File: config.mk
export PLATFORM = sky130hd
export DESIGN_NAME = icache_hit_sel
export DESIGN_NICKNAME = d
export VERILOG_FILES = /design/src/design/cache_cfg_pkg.sv /design/src/design/icache_hit_sel.sv
export SDC_FILE = /design/constraint.sdc
export NUM_CORES = 1
export LEC_CHECK = 0
export BUFFER_PORTS_ARGS = -buffer_cell sky130_fd_sc_hd__clkbuf_2
export CORE_AREA = 4 4 215 217
export DETAILED_ROUTE_END_ITERATION = 8
export DIE_AREA = 0 0 219 221
export GPL_ROUTABILITY_DRIVEN = 1
export GPL_TIMING_DRIVEN = 0
export PLACE_DENSITY = 0.38
export SLEW_MARGIN = 20
export SYNTH_ARGS = -nofsm -noshare
export SYNTH_HDL_FRONTEND = slang
export SYNTH_SLANG_ARGS = --single-unit
File: constraint.sdc
create_clock -name vclk -period 1.3
set_input_delay 0.26 -clock vclk [all_inputs]
set_output_delay 0.26 -clock vclk [all_outputs]
set_load 0.02 [all_outputs]
File: src/design/cache_cfg_pkg.sv
// cache geometry constants, width typedefs and address field helpers
package cache_cfg_pkg;

  // address geometry
  localparam int ADDR_LEN = 32;              // physical byte address
  localparam int IDX_LEN  = 6;               // set index
  localparam int OFFS_LEN = 4;               // byte offset within a line
  localparam int TAG_LEN  = ADDR_LEN - IDX_LEN - OFFS_LEN; // 22

  // line geometry
  localparam int WORD_LEN       = 32;        // one instruction
  localparam int LINE_LEN       = 128;
  localparam int WORDS_PER_LINE = LINE_LEN / WORD_LEN; // 4

  localparam int NUM_SETS = 1 << IDX_LEN;    // 64 sets
  localparam int WSEL_LEN = $clog2(WORDS_PER_LINE); // word select inside a line

  typedef logic [ADDR_LEN-1:0] addr_t;
  typedef logic [TAG_LEN-1:0]  tag_t;
  typedef logic [IDX_LEN-1:0]  idx_t;
  typedef logic [OFFS_LEN-1:0] offs_t;
  typedef logic [WSEL_LEN-1:0] wsel_t;
  typedef logic [WORD_LEN-1:0] word_t;
  typedef logic [LINE_LEN-1:0] line_t;

  // address slicing, kept here so every block splits the same way
  function automatic tag_t addr_tag(addr_t a);
    return a[ADDR_LEN-1 -: TAG_LEN];
  endfunction

  function automatic idx_t addr_idx(addr_t a);
    return a[OFFS_LEN +: IDX_LEN];
  endfunction

  function automatic offs_t addr_offs(addr_t a);
    return a[OFFS_LEN-1:0];
  endfunction

endpackage

File: src/design/icache_hit_sel.sv
// hit selector: one-hot way select, word extract by offset, miss flag
`timescale 1ns/1ps

module icache_hit_sel
  import cache_cfg_pkg::*;
#(
  parameter int NUM_WAYS = 4
) (
  input  logic  [NUM_WAYS-1:0] hit_vec_i,  // at most one bit set
  input  line_t [NUM_WAYS-1:0] line_vec_i,
  input  offs_t                offs_i,     // byte offset of the fetch
  output logic                 miss_o,
  output word_t                word_o
);

  line_t sel_line;
  wsel_t wsel;

  // and-or mux, a single hitting way passes through
  always_comb begin
    sel_line = '0;
    for (int w = 0; w < NUM_WAYS; w++) begin
      if (hit_vec_i[w]) begin
        sel_line = sel_line | line_vec_i[w];
      end
    end
  end

  assign wsel   = offs_i[OFFS_LEN-1 -: WSEL_LEN]; // drop byte bits
  assign word_o = sel_line[wsel*WORD_LEN +: WORD_LEN];
  assign miss_o = ~|hit_vec_i; // no way hit

endmodule

==> reports/qor.yml <==
drtPass1Iterations: 5
timing.max_slew.rel_slack_pct: 74.8
drt-wirelength-per-cell_microns: 26.9
initial_core_util_pct: 7.50
critical_path_class: "input port to output pin"
global_route_wire_length_before_repair_microns: 57600
vdd.ir_drop.worst_mv: 0.137
sw_frac_of_total_pct: 48.2
layout.filler_cells: 5065
area.sequential_sq_um: 0
die_boundary_width_microns: 219
slew_violations: 0
core_area_sq_mm: 0.0441
p_int_mw: 1.83
post_drt_via_cell_ratio: 4.42
critical_path_required_ns: 1.04
drt_iter0_drc: 438
hold_class: "input port to output pin"
timing.hold.worst_path_depth: 5
port_buffers: 547
detail-route-antenna-nets: 0
setup_tns_ns: -11.60
worstHoldStart: "line_vec_i[186]"
post_synthesis_instance_area_sq_mm: 0.00331
nClkBuffers: 0
totalWireLength_microns: 44400
power.sequential.fraction_pct: 0
combinational_fraction_of_design_power_pct: 100.0
violations_in_the_final_reports: "negative setup slack"
die-height_microns: 221
grt_antenna_before_repair: 1
run_status: "finished with violations"
count_of_mapped_cells_out_of_synthesis: 489
finalHoldViolCount: 0
layout-area-overhead-vs-synth_pct: 170
critical_path_arrival_ns: 1.44
multiInputGateArea_sq_mm: 0.00387
syn_nets: 1009
antenna_cells: 0
place_hpwl_microns: 35700
setup_violations: 33
totalPowerFinal_mw: 3.53
netlist-cell-type-count: 15
synth_area_per_cell_sq_um: 6.77
post_route_drc_violation_count: 0
critical_path_peak_fanout: 5
seq_area_frac_synth_pct: 0
cap_viol_max_count: 0
grt_remaining_overflow: 0
placementRows: 77
die_outline_area_sq_mm: 0.0484
grt_setup_unrepaired: "true"
worst_slack_ns: -0.403
power.static_leakage_nw: 4.18
timing.critical_path.from_type: "input port"
post-route-min-period_ns: 1.70
pre_cts_slack_ns: -1.01
power_density_mw_per_mm2: 394
route.vias.total: 7288
total_switching_power_mw: 1.70
num-nets-final: 1578
fmax_mhz: 587
layout-drive-gt1-share_pct: 76.7
vias_in_the_first_global_route: 7941
power.clock.fraction_pct: 0
sequential_cell_total: 0
min_period_over_period_pct: 131
holdBufCountCts: 0
grt_usage_pct: 16.5
number_of_top_level_pins: 553
grt_start_max_net_pins: 12
crit_path_end_kind: "output pin"
synth-warning-count: 0
worst-slew-pin-transition_ns: 0.377
holdPathEnd: "word_o[26]"
gp_congestion: 0.818
## power by group through the flow
stage / clock network (mW) / registers [mW] / logic, mW
floorplan: 0 / 0 / 1.27
global placement: 0 / 0 / 2.79
detailed placement: 0 / 0 / 2.80
CTS: 0 / 0 / 3.32
global route: 0 / 0 / 3.73
finish: 0 / 0 / 3.53
## synth_stat cells (all sizes together)
cell	count	area share (%)
and3	64	12
nand3	64	9.7
nor4	1	0.19
buf	65	12
a21oi	32	4.8
and2b	1	0.23
clkbuf	3	0.34
a22oi	224	51
a221oi	32	8.7
nor2b	1	0.42
nor2	1	0.11
nand2	1	0.19
## critical path, stage by stage
cell                        delay (ns)
sky130_fd_sc_hd__clkbuf_16        0.13
sky130_fd_sc_hd__nor2b_4          0.14
sky130_fd_sc_hd__buf_8            0.14
sky130_fd_sc_hd__clkbuf_16        0.16
sky130_fd_sc_hd__and3_4           0.15
sky130_fd_sc_hd__a21oi_2          0.09
sky130_fd_sc_hd__and3_4           0.24
sky130_fd_sc_hd__buf_8            0.12
## kinds of logic after synthesis
group	Yosys count	synth area share, %
buffers and inverters	68	12.7
AO/OA/AOI/OAI	288	64.3
AND/OR/NAND/NOR	133	22.9
## layout by cell type (no fill, tap or decap), types with 2 or more instances in the layout
cell and n:
sky130_fd_sc_hd__a21oi_2 24, sky130_fd_sc_hd__a21oi_4 7, sky130_fd_sc_hd__a221oi_1 2, sky130_fd_sc_hd__a221oi_2 25, sky130_fd_sc_hd__a221oi_4 5, sky130_fd_sc_hd__a22oi_1 175
sky130_fd_sc_hd__a22oi_2 49, sky130_fd_sc_hd__and3_1 5, sky130_fd_sc_hd__and3_4 59, sky130_fd_sc_hd__buf_12 16, sky130_fd_sc_hd__buf_16 5, sky130_fd_sc_hd__buf_2 7
sky130_fd_sc_hd__buf_4 17, sky130_fd_sc_hd__buf_6 25, sky130_fd_sc_hd__buf_8 38, sky130_fd_sc_hd__clkbuf_16 7, sky130_fd_sc_hd__clkbuf_2 512, sky130_fd_sc_hd__clkbuf_8 7
sky130_fd_sc_hd__nand3_1 63
## final cells by class
type,count,area share [%]
multi-input cells,421,43.2
repair buffers,567,38.3
plain buffers,68,10.2
well taps,592,8.28
## timing repair
action / 4_1_cts / 5_1_grt
endpoints found under the setup margin: 33 / 33
pin swaps: 15 / 26
resized for setup: 218 / 84
cloned: 5 / 2
setup buffers: 4 / 9
## how the worst max path moves through the flow
stage	slack, ns	start	to	cells after the start
final	-0.40	offs_i[3]	word_o[21]	8
after global routing	-0.45	offs_i[3]	word_o[21]	8
after CTS	-0.44	offs_i[3]	word_o[10]	8
after detailed placement	-1.01	offs_i[3]	word_o[18]	7
after global placement	-0.99	offs_i[3]	word_o[18]	7
after floorplan	-0.02	hit_vec_i[0]	word_o[19]	5
## metal layers
| metal | up-vias | global-route usage (%) | part of all wire [%] |
|---|---|---|---|
| li1 | 3259 | - | - |
| met1 | 3484 | 19.1 | 38 |
| met2 | 467 | 30.8 | 50 |
| met3 | 76 | 2.51 | 7.6 |
| met4 | 2 | 5.52 | 3.9 |
| met5 | - | 0 | 0.029 |
## per-stage QoR
stage	cell area (sq um)	util, %	cells	hold slack (ns)
2_1_floorplan	3900	-	489	0.807
3_3_place_gp	7370	16.7	1628	1.02
3_5_place_dp	7370	16.7	1628	1.02
4_1_cts	8490	19.2	1637	1.00
5_1_grt	8950	20.3	1648	1.02
6_report	8950	20.3	1648	0.990
Power figures use the tool's default switching activity.
