`src/design/cache_cfg_pkg.sv`:
```
// cache geometry constants, width typedefs and address field helpers
package cache_cfg_pkg;

  // address geometry
  localparam int ADDR_LEN = 32;              // physical byte address
  localparam int IDX_LEN  = 6;               // set index
  localparam int OFFS_LEN = 4;               // byte offset within a line
  localparam int TAG_LEN  = ADDR_LEN - IDX_LEN - OFFS_LEN; // 22

  // line geometry
  localparam int WORD_LEN       = 32;        // one instruction
  localparam int LINE_LEN       = 128;
  localparam int WORDS_PER_LINE = LINE_LEN / WORD_LEN; // 4

  localparam int NUM_SETS = 1 << IDX_LEN;    // 64 sets
  localparam int WSEL_LEN = $clog2(WORDS_PER_LINE); // word select inside a line

  typedef logic [ADDR_LEN-1:0] addr_t;
  typedef logic [TAG_LEN-1:0]  tag_t;
  typedef logic [IDX_LEN-1:0]  idx_t;
  typedef logic [OFFS_LEN-1:0] offs_t;
  typedef logic [WSEL_LEN-1:0] wsel_t;
  typedef logic [WORD_LEN-1:0] word_t;
  typedef logic [LINE_LEN-1:0] line_t;

  // address slicing, kept here so every block splits the same way
  function automatic tag_t addr_tag(addr_t a);
    return a[ADDR_LEN-1 -: TAG_LEN];
  endfunction

  function automatic idx_t addr_idx(addr_t a);
    return a[OFFS_LEN +: IDX_LEN];
  endfunction

  function automatic offs_t addr_offs(addr_t a);
    return a[OFFS_LEN-1:0];
  endfunction

endpackage

```
`src/design/cache_if_pkg.sv`:
```
// channel structs for front-end, L2 and way control, controller state enum
package cache_if_pkg;
  import cache_cfg_pkg::*;

  // front-end fetch request
  typedef struct packed {
    logic  valid;
    addr_t addr;   // physical, no translation
  } fe_req_t;

  // fetch answer, single-cycle strobe
  typedef struct packed {
    logic  valid;
    addr_t addr;   // echo of the accepted address
    word_t word;
  } fe_resp_t;

  // line request towards the L2 arbiter
  typedef struct packed {
    logic  valid;
    addr_t addr;   // line aligned
  } l2_req_t;

  // line answer from L2, strobe
  typedef struct packed {
    logic  valid;
    line_t line;
  } l2_resp_t;

  // per-way RAM control, one copy for each way
  typedef struct packed {
    logic cs;      // tag and data RAM select
    logic we;      // refill write
    idx_t idx;     // set being read or written
    tag_t tag;     // lookup tag or refill tag
  } way_ctrl_t;

  // controller FSM
  typedef enum logic [2:0] {
    IDLE,          // waiting, ready high
    LOOKUP,        // RAM data out, compare tags
    MISS_REQ,      // l2 request pending
    MISS_WAIT,     // waiting for the line
    REFILL,        // line written, answer
    FLUSH          // clearing all valid bits
  } ctrl_state_e;

endpackage

```
`src/design/icache_ctrl.sv`:
```
// cache controller: lookup and refill FSM, round-robin victim, L2 request channel
`timescale 1ns/1ps

module icache_ctrl
  import cache_cfg_pkg::*;
  import cache_if_pkg::*;
#(
  parameter int NUM_WAYS = 4
) (
  input  logic                     clk_i,
  input  logic                     arst_n_i,
  input  logic                     flush_i,
  // front-end
  input  fe_req_t                  fe_req_i,
  output logic                     ready_o,
  output fe_resp_t                 fe_resp_o,
  // L2 arbiter
  output l2_req_t                  l2_req_o,
  input  logic                     l2_ready_i,
  input  l2_resp_t                 l2_resp_i,
  // ways
  output way_ctrl_t [NUM_WAYS-1:0] way_ctrl_o,
  output logic                     way_flush_o,
  // hit selector
  input  logic                     miss_i,
  input  word_t                    word_i,
  output offs_t                    offs_o
);

  localparam int VICT_LEN = (NUM_WAYS > 1) ? $clog2(NUM_WAYS) : 1;
  typedef logic [VICT_LEN-1:0] vict_t;

  ctrl_state_e state_q, state_d;
  addr_t       addr_q;           // accepted fetch address
  vict_t       victim_q;         // next way to replace
  logic        resp_valid_q;
  logic        resp_valid_d;
  word_t       resp_word_q;
  word_t       resp_word_d;
  logic        resp_word_en;
  logic        accept;
  logic        refill_we;        // line arrives this cycle
  wsel_t       wsel;
  word_t       refill_word;

  assign ready_o   = (state_q == IDLE) & ~flush_i; // flush wins over a fetch
  assign accept    = fe_req_i.valid & ready_o;
  assign refill_we = (state_q == MISS_WAIT) & l2_resp_i.valid;

  assign offs_o      = addr_offs(addr_q);
  assign wsel        = addr_q[OFFS_LEN-1 -: WSEL_LEN];
  assign refill_word = l2_resp_i.line[wsel*WORD_LEN +: WORD_LEN]; // fetched word from fresh line

  // way control
  always_comb begin
    for (int w = 0; w < NUM_WAYS; w++) begin
      way_ctrl_o[w].cs  = 1'b0;
      way_ctrl_o[w].we  = 1'b0;
      way_ctrl_o[w].idx = addr_idx(addr_q);
      way_ctrl_o[w].tag = addr_tag(addr_q);
      if (accept) begin
        // read every way straight from the incoming address
        way_ctrl_o[w].cs  = 1'b1;
        way_ctrl_o[w].idx = addr_idx(fe_req_i.addr);
        way_ctrl_o[w].tag = addr_tag(fe_req_i.addr);
      end else if (refill_we && (victim_q == vict_t'(w))) begin
        way_ctrl_o[w].cs = 1'b1; // write only the victim
        way_ctrl_o[w].we = 1'b1;
      end
    end
  end

  // next state
  always_comb begin
    state_d      = state_q;
    resp_valid_d = 1'b0;
    resp_word_en = 1'b0;
    resp_word_d  = word_i;
    way_flush_o  = 1'b0;
    case (state_q)
      IDLE: begin
        if (flush_i) begin
          state_d = FLUSH;
        end else if (accept) begin
          state_d = LOOKUP;
        end
      end
      LOOKUP: begin
        if (miss_i) begin
          state_d = MISS_REQ;
        end else begin
          state_d      = IDLE; // hit, answer now
          resp_valid_d = 1'b1;
          resp_word_en = 1'b1;
        end
      end
      MISS_REQ: begin
        if (l2_ready_i) begin
          state_d = MISS_WAIT; // request taken by L2
        end
      end
      MISS_WAIT: begin
        if (l2_resp_i.valid) begin
          state_d      = REFILL; // write lands on this edge
          resp_word_en = 1'b1;
          resp_word_d  = refill_word;
        end
      end
      REFILL: begin
        state_d      = IDLE;
        resp_valid_d = 1'b1;
      end
      FLUSH: begin
        state_d     = IDLE;
        way_flush_o = 1'b1; // valid bits drop on the next edge
      end
      default: state_d = IDLE;
    endcase
  end

  always_ff @(posedge clk_i or negedge arst_n_i) begin
    if (!arst_n_i) begin
      state_q      <= IDLE;
      resp_valid_q <= 1'b0;
      victim_q     <= '0;
    end else begin
      state_q      <= state_d;
      resp_valid_q <= resp_valid_d;
      if (state_q == REFILL) begin
        // round robin, wraps at the last way
        victim_q <= (victim_q == vict_t'(NUM_WAYS-1)) ? '0 : victim_q + 1'b1;
      end
    end
  end

  always_ff @(posedge clk_i) begin
    if (accept) begin
      addr_q <= fe_req_i.addr;
    end
    if (resp_word_en) begin
      resp_word_q <= resp_word_d;
    end
  end

  // outputs, addr_q stays put while a miss is pending
  assign l2_req_o  = '{valid: (state_q == MISS_REQ),
                       addr:  {addr_q[ADDR_LEN-1:OFFS_LEN], {OFFS_LEN{1'b0}}}};
  assign fe_resp_o = '{valid: resp_valid_q, addr: addr_q, word: resp_word_q};

endmodule

```
`config.mk`:
```
export PLATFORM = sky130hd
export DESIGN_NAME = icache_ctrl
export DESIGN_NICKNAME = d
export VERILOG_FILES = /design/src/design/cache_cfg_pkg.sv /design/src/design/cache_if_pkg.sv /design/src/design/icache_ctrl.sv
export SDC_FILE = /design/constraint.sdc
export NUM_CORES = 1
export LEC_CHECK = 0
export ABC_AREA = 1
export ABC_CLOCK_PERIOD_IN_PS = 1950
export BUFFER_PORTS_ARGS = -buffer_cell sky130_fd_sc_hd__buf_2
export CAP_MARGIN = 5
export CORE_AREA = 2 2 165 167
export CTS_CLUSTER_DIAMETER = 40
export CTS_CLUSTER_SIZE = 30
export DETAILED_ROUTE_END_ITERATION = 16
export DIE_AREA = 0 0 167 169
export GPL_TIMING_DRIVEN = 0
export PLACE_DENSITY = 0.47
export SLEW_MARGIN = 40
export SYNTH_ARGS = -nofsm -noshare
export SYNTH_HDL_FRONTEND = slang
export SYNTH_SLANG_ARGS = --single-unit
```
`constraint.sdc`:
```
create_clock -name clk_i -period 1.95 [get_ports clk_i]
set_input_delay 0.0975 -clock clk_i [delete_from_list [all_inputs] [get_ports clk_i]]
set_output_delay 0.0975 -clock clk_i [all_outputs]
set_load 0.03 [all_outputs]
```
==> impl_metrics.toml, run 1 <==
[run_status]
status = "finished with violations"
violations = "negative setup slack"

[drt]
ant_nets = 0
routed_wl_um = 24700
viasPerCell = 3.97
vias = 6697
first_pass_iters = 5
drc = 0
wl_per_cell_um = 14.6
first_iter_violations = 237

[clock_network]
cts_root_buf = "clkbuf_16"
clock_path_buffers = 2
numClockSinks = 70
path_clk_slew_ps = 60
cts_tree = "done"
clock_latency_ps = 340
htree_levels = 3
cts_made_buffers = 9

[global_routing]
grt_pass1_wl_um = 36700
grt_max_degree = 33
overflow = 0
track_usage_pct = 16.8
antenna_found_initial = 0
grt_pass1_vias = 6611

[timing]
post-route-min-period_ps = 1990
skew_ps = 7.58
period_share_pct = 102
worst_pin_slew_ps = 549
setup_viol = 62
slew_viol_final = 0
fin_tns_setup_ps = -1370
hold_viol = 0
maxSlewHeadroom_pct = 63.4
fmax_ghz = 0.502
rsz0062_at_grt = "true"
fin_ws_ps = -42.8

[floorplanning]
die_area_um2 = 28200
boundaryPins = 423
die_w_um = 167
start_util_pct = 21.8
die_h_um = 169
core_area_um2 = 26500
num_rows = 60

[pwr]
p_comb_share_pct = 63.0
p_leak_nw = 5.96
powerDensity_nw_per_um2 = 986
irDropWorstVdd_mv = 0.731
p_sw_w = 0.00456
swShare_pct = 45.2
power.internal_w = 0.00552
clkPwrFrac_pct = 15.2
pwr-share-seq_pct = 21.8

[logic_synthesis]
ys_types = 23
synthArstFlopShare_pct = 8.57
ys_warn_count = 0
synth.most_common_cell = "nand2_1"
synth-seq-cells = 70
synth.area.top_cells = "edfxtp_1, nand2_1, buf_4"
synthTopCellsByCount = "nand2_1, inv_1, buf_4, nand3_1, edfxtp_1"
synth_cells = 851
synth_area_um2 = 5790
syn_area_per_cell_um2 = 6.80
synth_top_area_cell = "edfxtp_1"
synth_top_area_share_pct = 33.2
synth_edf_count = 64
ys.flop_type = "edfxtp_1"
ys_seq_area_share_pct = 35.8

[worst_hold_path]
hold_path_class = "input pin to flop"
holdPathStages = 5
hold_path_startpoint = "word_i[6]"
min_to = "resp_word_q[6]"

[worst_setup_path]
endpoint_kind = "output port"
reg2reg_setup_slack_ps = 130
regToRegStartpoint = "state_q[2]"
criticalPathCategory = "flop to output port"
r2r-end = "resp_word_q[29]"
reg2regPathDepth = 9
worstPathArrival_ps = 1900
critPathLaunchType = "flop"
crit_path_max_fanout = 4
required_ps = 1850

[place]
io_buffers = 418
dp_hpwl_um = 19100
post_dp_cell_area_um2 = 8330
placed_cells = 1613
gp_congestion = 0.876

[cells_and_area]
nNetsFinal = 1546
n_antenna_cell = 0
drive_above_1_share_pct = 50.1
fin_cells = 1689
syn_to_final_growth_pct = 76.5
post-route-util_pct = 38.6
fin_area_um2 = 10200

[job]
maxCapViolations = 0
==> worst max-delay path, cell delays in order (launching register included) <==
cell	delay (ps)
dfrtp_2	430
nor2_4	130
nand3_2	100
buf_4	150
buf_4	120
buf_4	120
buf_4	120
buf_4	120
buf_4	120
inv_2	40
buf_6	120
==> flip-flops by register name, summed over array words and instances, names as in the netlist <==
signal / cells
victim_q: 2
resp_word_q: 32
state_q: 3
resp_valid_q: 1
addr_q: 32
==> logic make-up after synthesis <==
family	synth area share, %
other	0.0648
AND/OR/NAND/NOR	29.3
buffers and inverters	33.0
AO/OA/AOI/OAI	0.994
adder cells (fa/ha/maj)	0.865
flip-flops	35.8
==> cells in the final DEF, fill, tap and decap left out, types with 6 or more instances in the layout <==
| cell | Yosys | routed |
|---|---|---|
| buf_4 | 121 | 144 |
| nand2_2 | 1 | 27 |
| clkbuf_16 | 0 | 10 |
| edfxtp_1 | 64 | 64 |
| nand3_1 | 99 | 99 |
| inv_1 | 208 | 206 |
| nand2_4 | 0 | 22 |
| clkbuf_1 | 10 | 7 |
| dlygate4sd3_1 | 0 | 33 |
| buf_6 | 9 | 126 |
| buf_2 | 14 | 312 |
| nand2_1 | 286 | 237 |
| nor2_1 | 7 | 6 |
==> stage by stage <==
step | power (W) | hold WS (ps) | setup slack (ps)
6_report | 0.0101 | 93.7 | -42.8
2_1_floorplan | 0.00574 | -198 | 97.2
3_5_place_dp | 0.00731 | -54.0 | -334
5_1_grt | 0.0107 | 102 | -172
4_1_cts | 0.00993 | 73.8 | -114
3_3_place_gp | 0.00729 | -51.3 | -385
==> power groups by stage <==
stage | sequential, W | clock [W] | combinational [W]
final | 0.00220 | 0.00153 | 0.00635
after global routing | 0.00224 | 0.00166 | 0.00678
after CTS | 0.00220 | 0.00160 | 0.00613
after detailed placement | 0.00224 | 0 | 0.00507
after global placement | 0.00224 | 0 | 0.00505
after floorplan | 0.00267 | 0 | 0.00307
==> final cells by class <==
cell class | instances | area, um2
buffer | 153 | 1260
clock buffer | 10 | 229
clock inverter | 6 | 38.8
fill | 2806 | 16300
inverter | 211 | 797
multi-input combinational | 419 | 2080
sequential | 70 | 2080
tap | 341 | 427
timing repair buffer | 479 | 3320
==> per-layer routing <==
| metal | part of all wire, % | track usage [%] |
|---|---|---|
| met3 | 6.8 | 4.00 |
| met2 | 53 | 31.9 |
| met5 | 0 | 0 |
| met1 | 39 | 18.7 |
| met4 | 1.6 | 4.24 |
==> worst max-delay path by stage <==
stage	from	end	slack, ps
6_report	state_q[2]	ready_o	-40
5_1_grt	state_q[2]	way_ctrl_o[77]	-170
4_1_cts	state_q[0]	way_ctrl_o[43]	-110
3_5_place_dp	state_q[1]	way_ctrl_o[54]	-330
3_3_place_gp	state_q[2]	resp_word_q[12]	-380
2_1_floorplan	state_q[0]	way_ctrl_o[107]	100
==> timing repair <==
item | 4_1_cts | 5_1_grt
setup buffers | 20 | 5
endpoints found under the setup margin | 152 | 131
pin swaps | 18 | 14
resized for setup | 250 | 86
gates cloned | 2 | 1
endpoints found under the hold margin | 38 | 0
hold buffers | 33 | 0
No activity file was read; power rests on OpenSTA's default activity.
==> run 2: changes to the inputs <==
Settings changed: RECOVER_POWER set to 25.
==> run 2 against run 1 <==
  * The run still ends with negative setup slack left
  * First-iteration DRC count rose by 3.0%
  * Largest cell class unchanged
  * Fmax shrank 0.28%
  * Power decreased by 0.29%
  * Via count fell by 0.43%
  * Register-to-register slack barely moved
==> impl_metrics.toml, run 2 (same netlist as run 1, synthesis figures left out) <==
[drt]
ant_nets = 0
wl_per_cell_um = 14.6
drc = 0
vias = 6668
first_iter_violations = 244
first_pass_iters = 6
viasPerCell = 3.95
routed_wl_um = 24600

[worst_setup_path]
required_ps = 1850
endpoint_kind = "output port"
r2r-end = "resp_word_q[29]"
reg2reg_setup_slack_ps = 130
criticalPathCategory = "flop to output port"
worstPathArrival_ps = 1900
critPathLaunchType = "flop"
crit_path_max_fanout = 6
regToRegStartpoint = "state_q[2]"
reg2regPathDepth = 9

[cells_and_area]
syn_to_final_growth_pct = 75.6
top_regs = "addr_q (32), resp_word_q (32), state_q (3)"
final_common_cell = "buf_2"
n_antenna_cell = 0
nNetsFinal = 1546
layout_common_cells = "buf_2, nand2_1, inv_1"
fin_cells = 1689
drive_above_1_share_pct = 47.0

[floorplanning]
num_rows = 60
die_w_um = 167
boundaryPins = 423
die_area_um2 = 28200
core_area_um2 = 26500
die_h_um = 169
start_util_pct = 21.8

[timing]
fin_ws_ps = -48.4
maxSlewHeadroom_pct = 63.0
rsz0062_at_grt = "true"
setup_viol = 62
slew_viol_final = 0
period_share_pct = 102
fmax_ghz = 0.500
hold_viol = 0
worst_pin_slew_ps = 555
post-route-min-period_ps = 2000
skew_ps = 7.69

[place]
io_buffers = 418
place_ws_ps = -334
gp_congestion = 0.876
placed_cells = 1613
dp_hpwl_um = 19100

[clock_network]
numClockSinks = 70
clock_latency_ps = 340
cts_root_buf = "clkbuf_16"
htree_levels = 3
path_clk_slew_ps = 60
clock_path_buffers = 2
cts_made_buffers = 9
cts_tree = "done"

[global_routing]
track_usage_pct = 16.8
overflow = 0
grt_max_degree = 33
grt_pass1_wl_um = 36700
antenna_found_initial = 0
grt_pass1_vias = 6611

[pwr]
powerDensity_nw_per_um2 = 989
finalPower_w = 0.0101
irDropWorstVdd_mv = 0.731
p_leak_nw = 5.85

[job]
maxCapViolations = 0

[worst_hold_path]
holdPathStages = 5
min_to = "resp_word_q[6]"
hold_path_class = "input pin to flop"
hold_path_startpoint = "word_i[6]"

[run_status]
status = "finished with violations"
violations = "negative setup slack"
[run 2: final cells by class]
type | count | area [um2]
buffer | 153 | 1260
clock buffer | 10 | 229
clock inverter | 6 | 38.8
fill | 2818 | 16300
inverter | 211 | 797
multi-input combinational | 419 | 2080
sequential | 70 | 2080
tap | 341 | 427
timing repair buffer | 479 | 3260
[run 2: worst max path at each step]
stage,startpoint,end,depth (start not counted)
finish,state_q[2],way_ctrl_o[42],9
CTS,state_q[0],way_ctrl_o[43],9
floorplan,state_q[0],way_ctrl_o[107],7
detailed placement,state_q[1],way_ctrl_o[54],8
global placement,state_q[2],resp_word_q[12],6
global route,state_q[2],way_ctrl_o[77],9
[run 2: layer usage]
layer,share of wire [%],GRT usage (%),vias up
met4,1.6,4.24,0
met5,0,0,-
met1,38,18.7,3004
met2,53,31.9,276
met3,6.7,4.00,19
li1,-,-,3369
[run 2: timing repair]
item                                    in CTS  in global routing
pin swaps                                   18                 14
resized for setup                          250                 86
cloned                                       2                  1
endpoints found under the setup margin     152                131
endpoints found under the hold margin       38                  0
hold buffers                                33                  0
buffers inserted                            20                  5
[run 2: metrics by stage]
stage / instance area, um2 / util (%) / hold WS (ps) / TNS (ps)
global placement: 8320 / 31.4 / -51.3 / -18810
CTS: 9900 / 37.4 / 73.8 / -6880
global route: 10200 / 38.4 / 102 / -14390
detailed placement: 8330 / 31.4 / -54.0 / -10000
finish: 10200 / 38.4 / 94.6 / -1480
floorplan: 5810 / - / -198 / 0
[run 2: power breakdown]
| group | leakage (nW) | switching (W) | internal [W] | total [W] |
|---|---|---|---|---|
| combinational | 5.06 | 0.00373 | 0.00258 | 0.00631 |
| sequential | 0.657 | 0.000156 | 0.00205 | 0.00221 |
| clock | 0.128 | 0.000675 | 0.000857 | 0.00153 |
| total | 5.85 | 0.00456 | 0.00549 | 0.0101 |
[run 2: worst max-delay path, cell delays in order, from the launching register on]
cell	delay, ps
dfrtp_2	430
nor2_4	130
nand3_2	100
nor2_4	180
buf_6	170
clkbuf_16	170
nand2_4	50
nand2_4	110
buf_6	110
buf_6	110
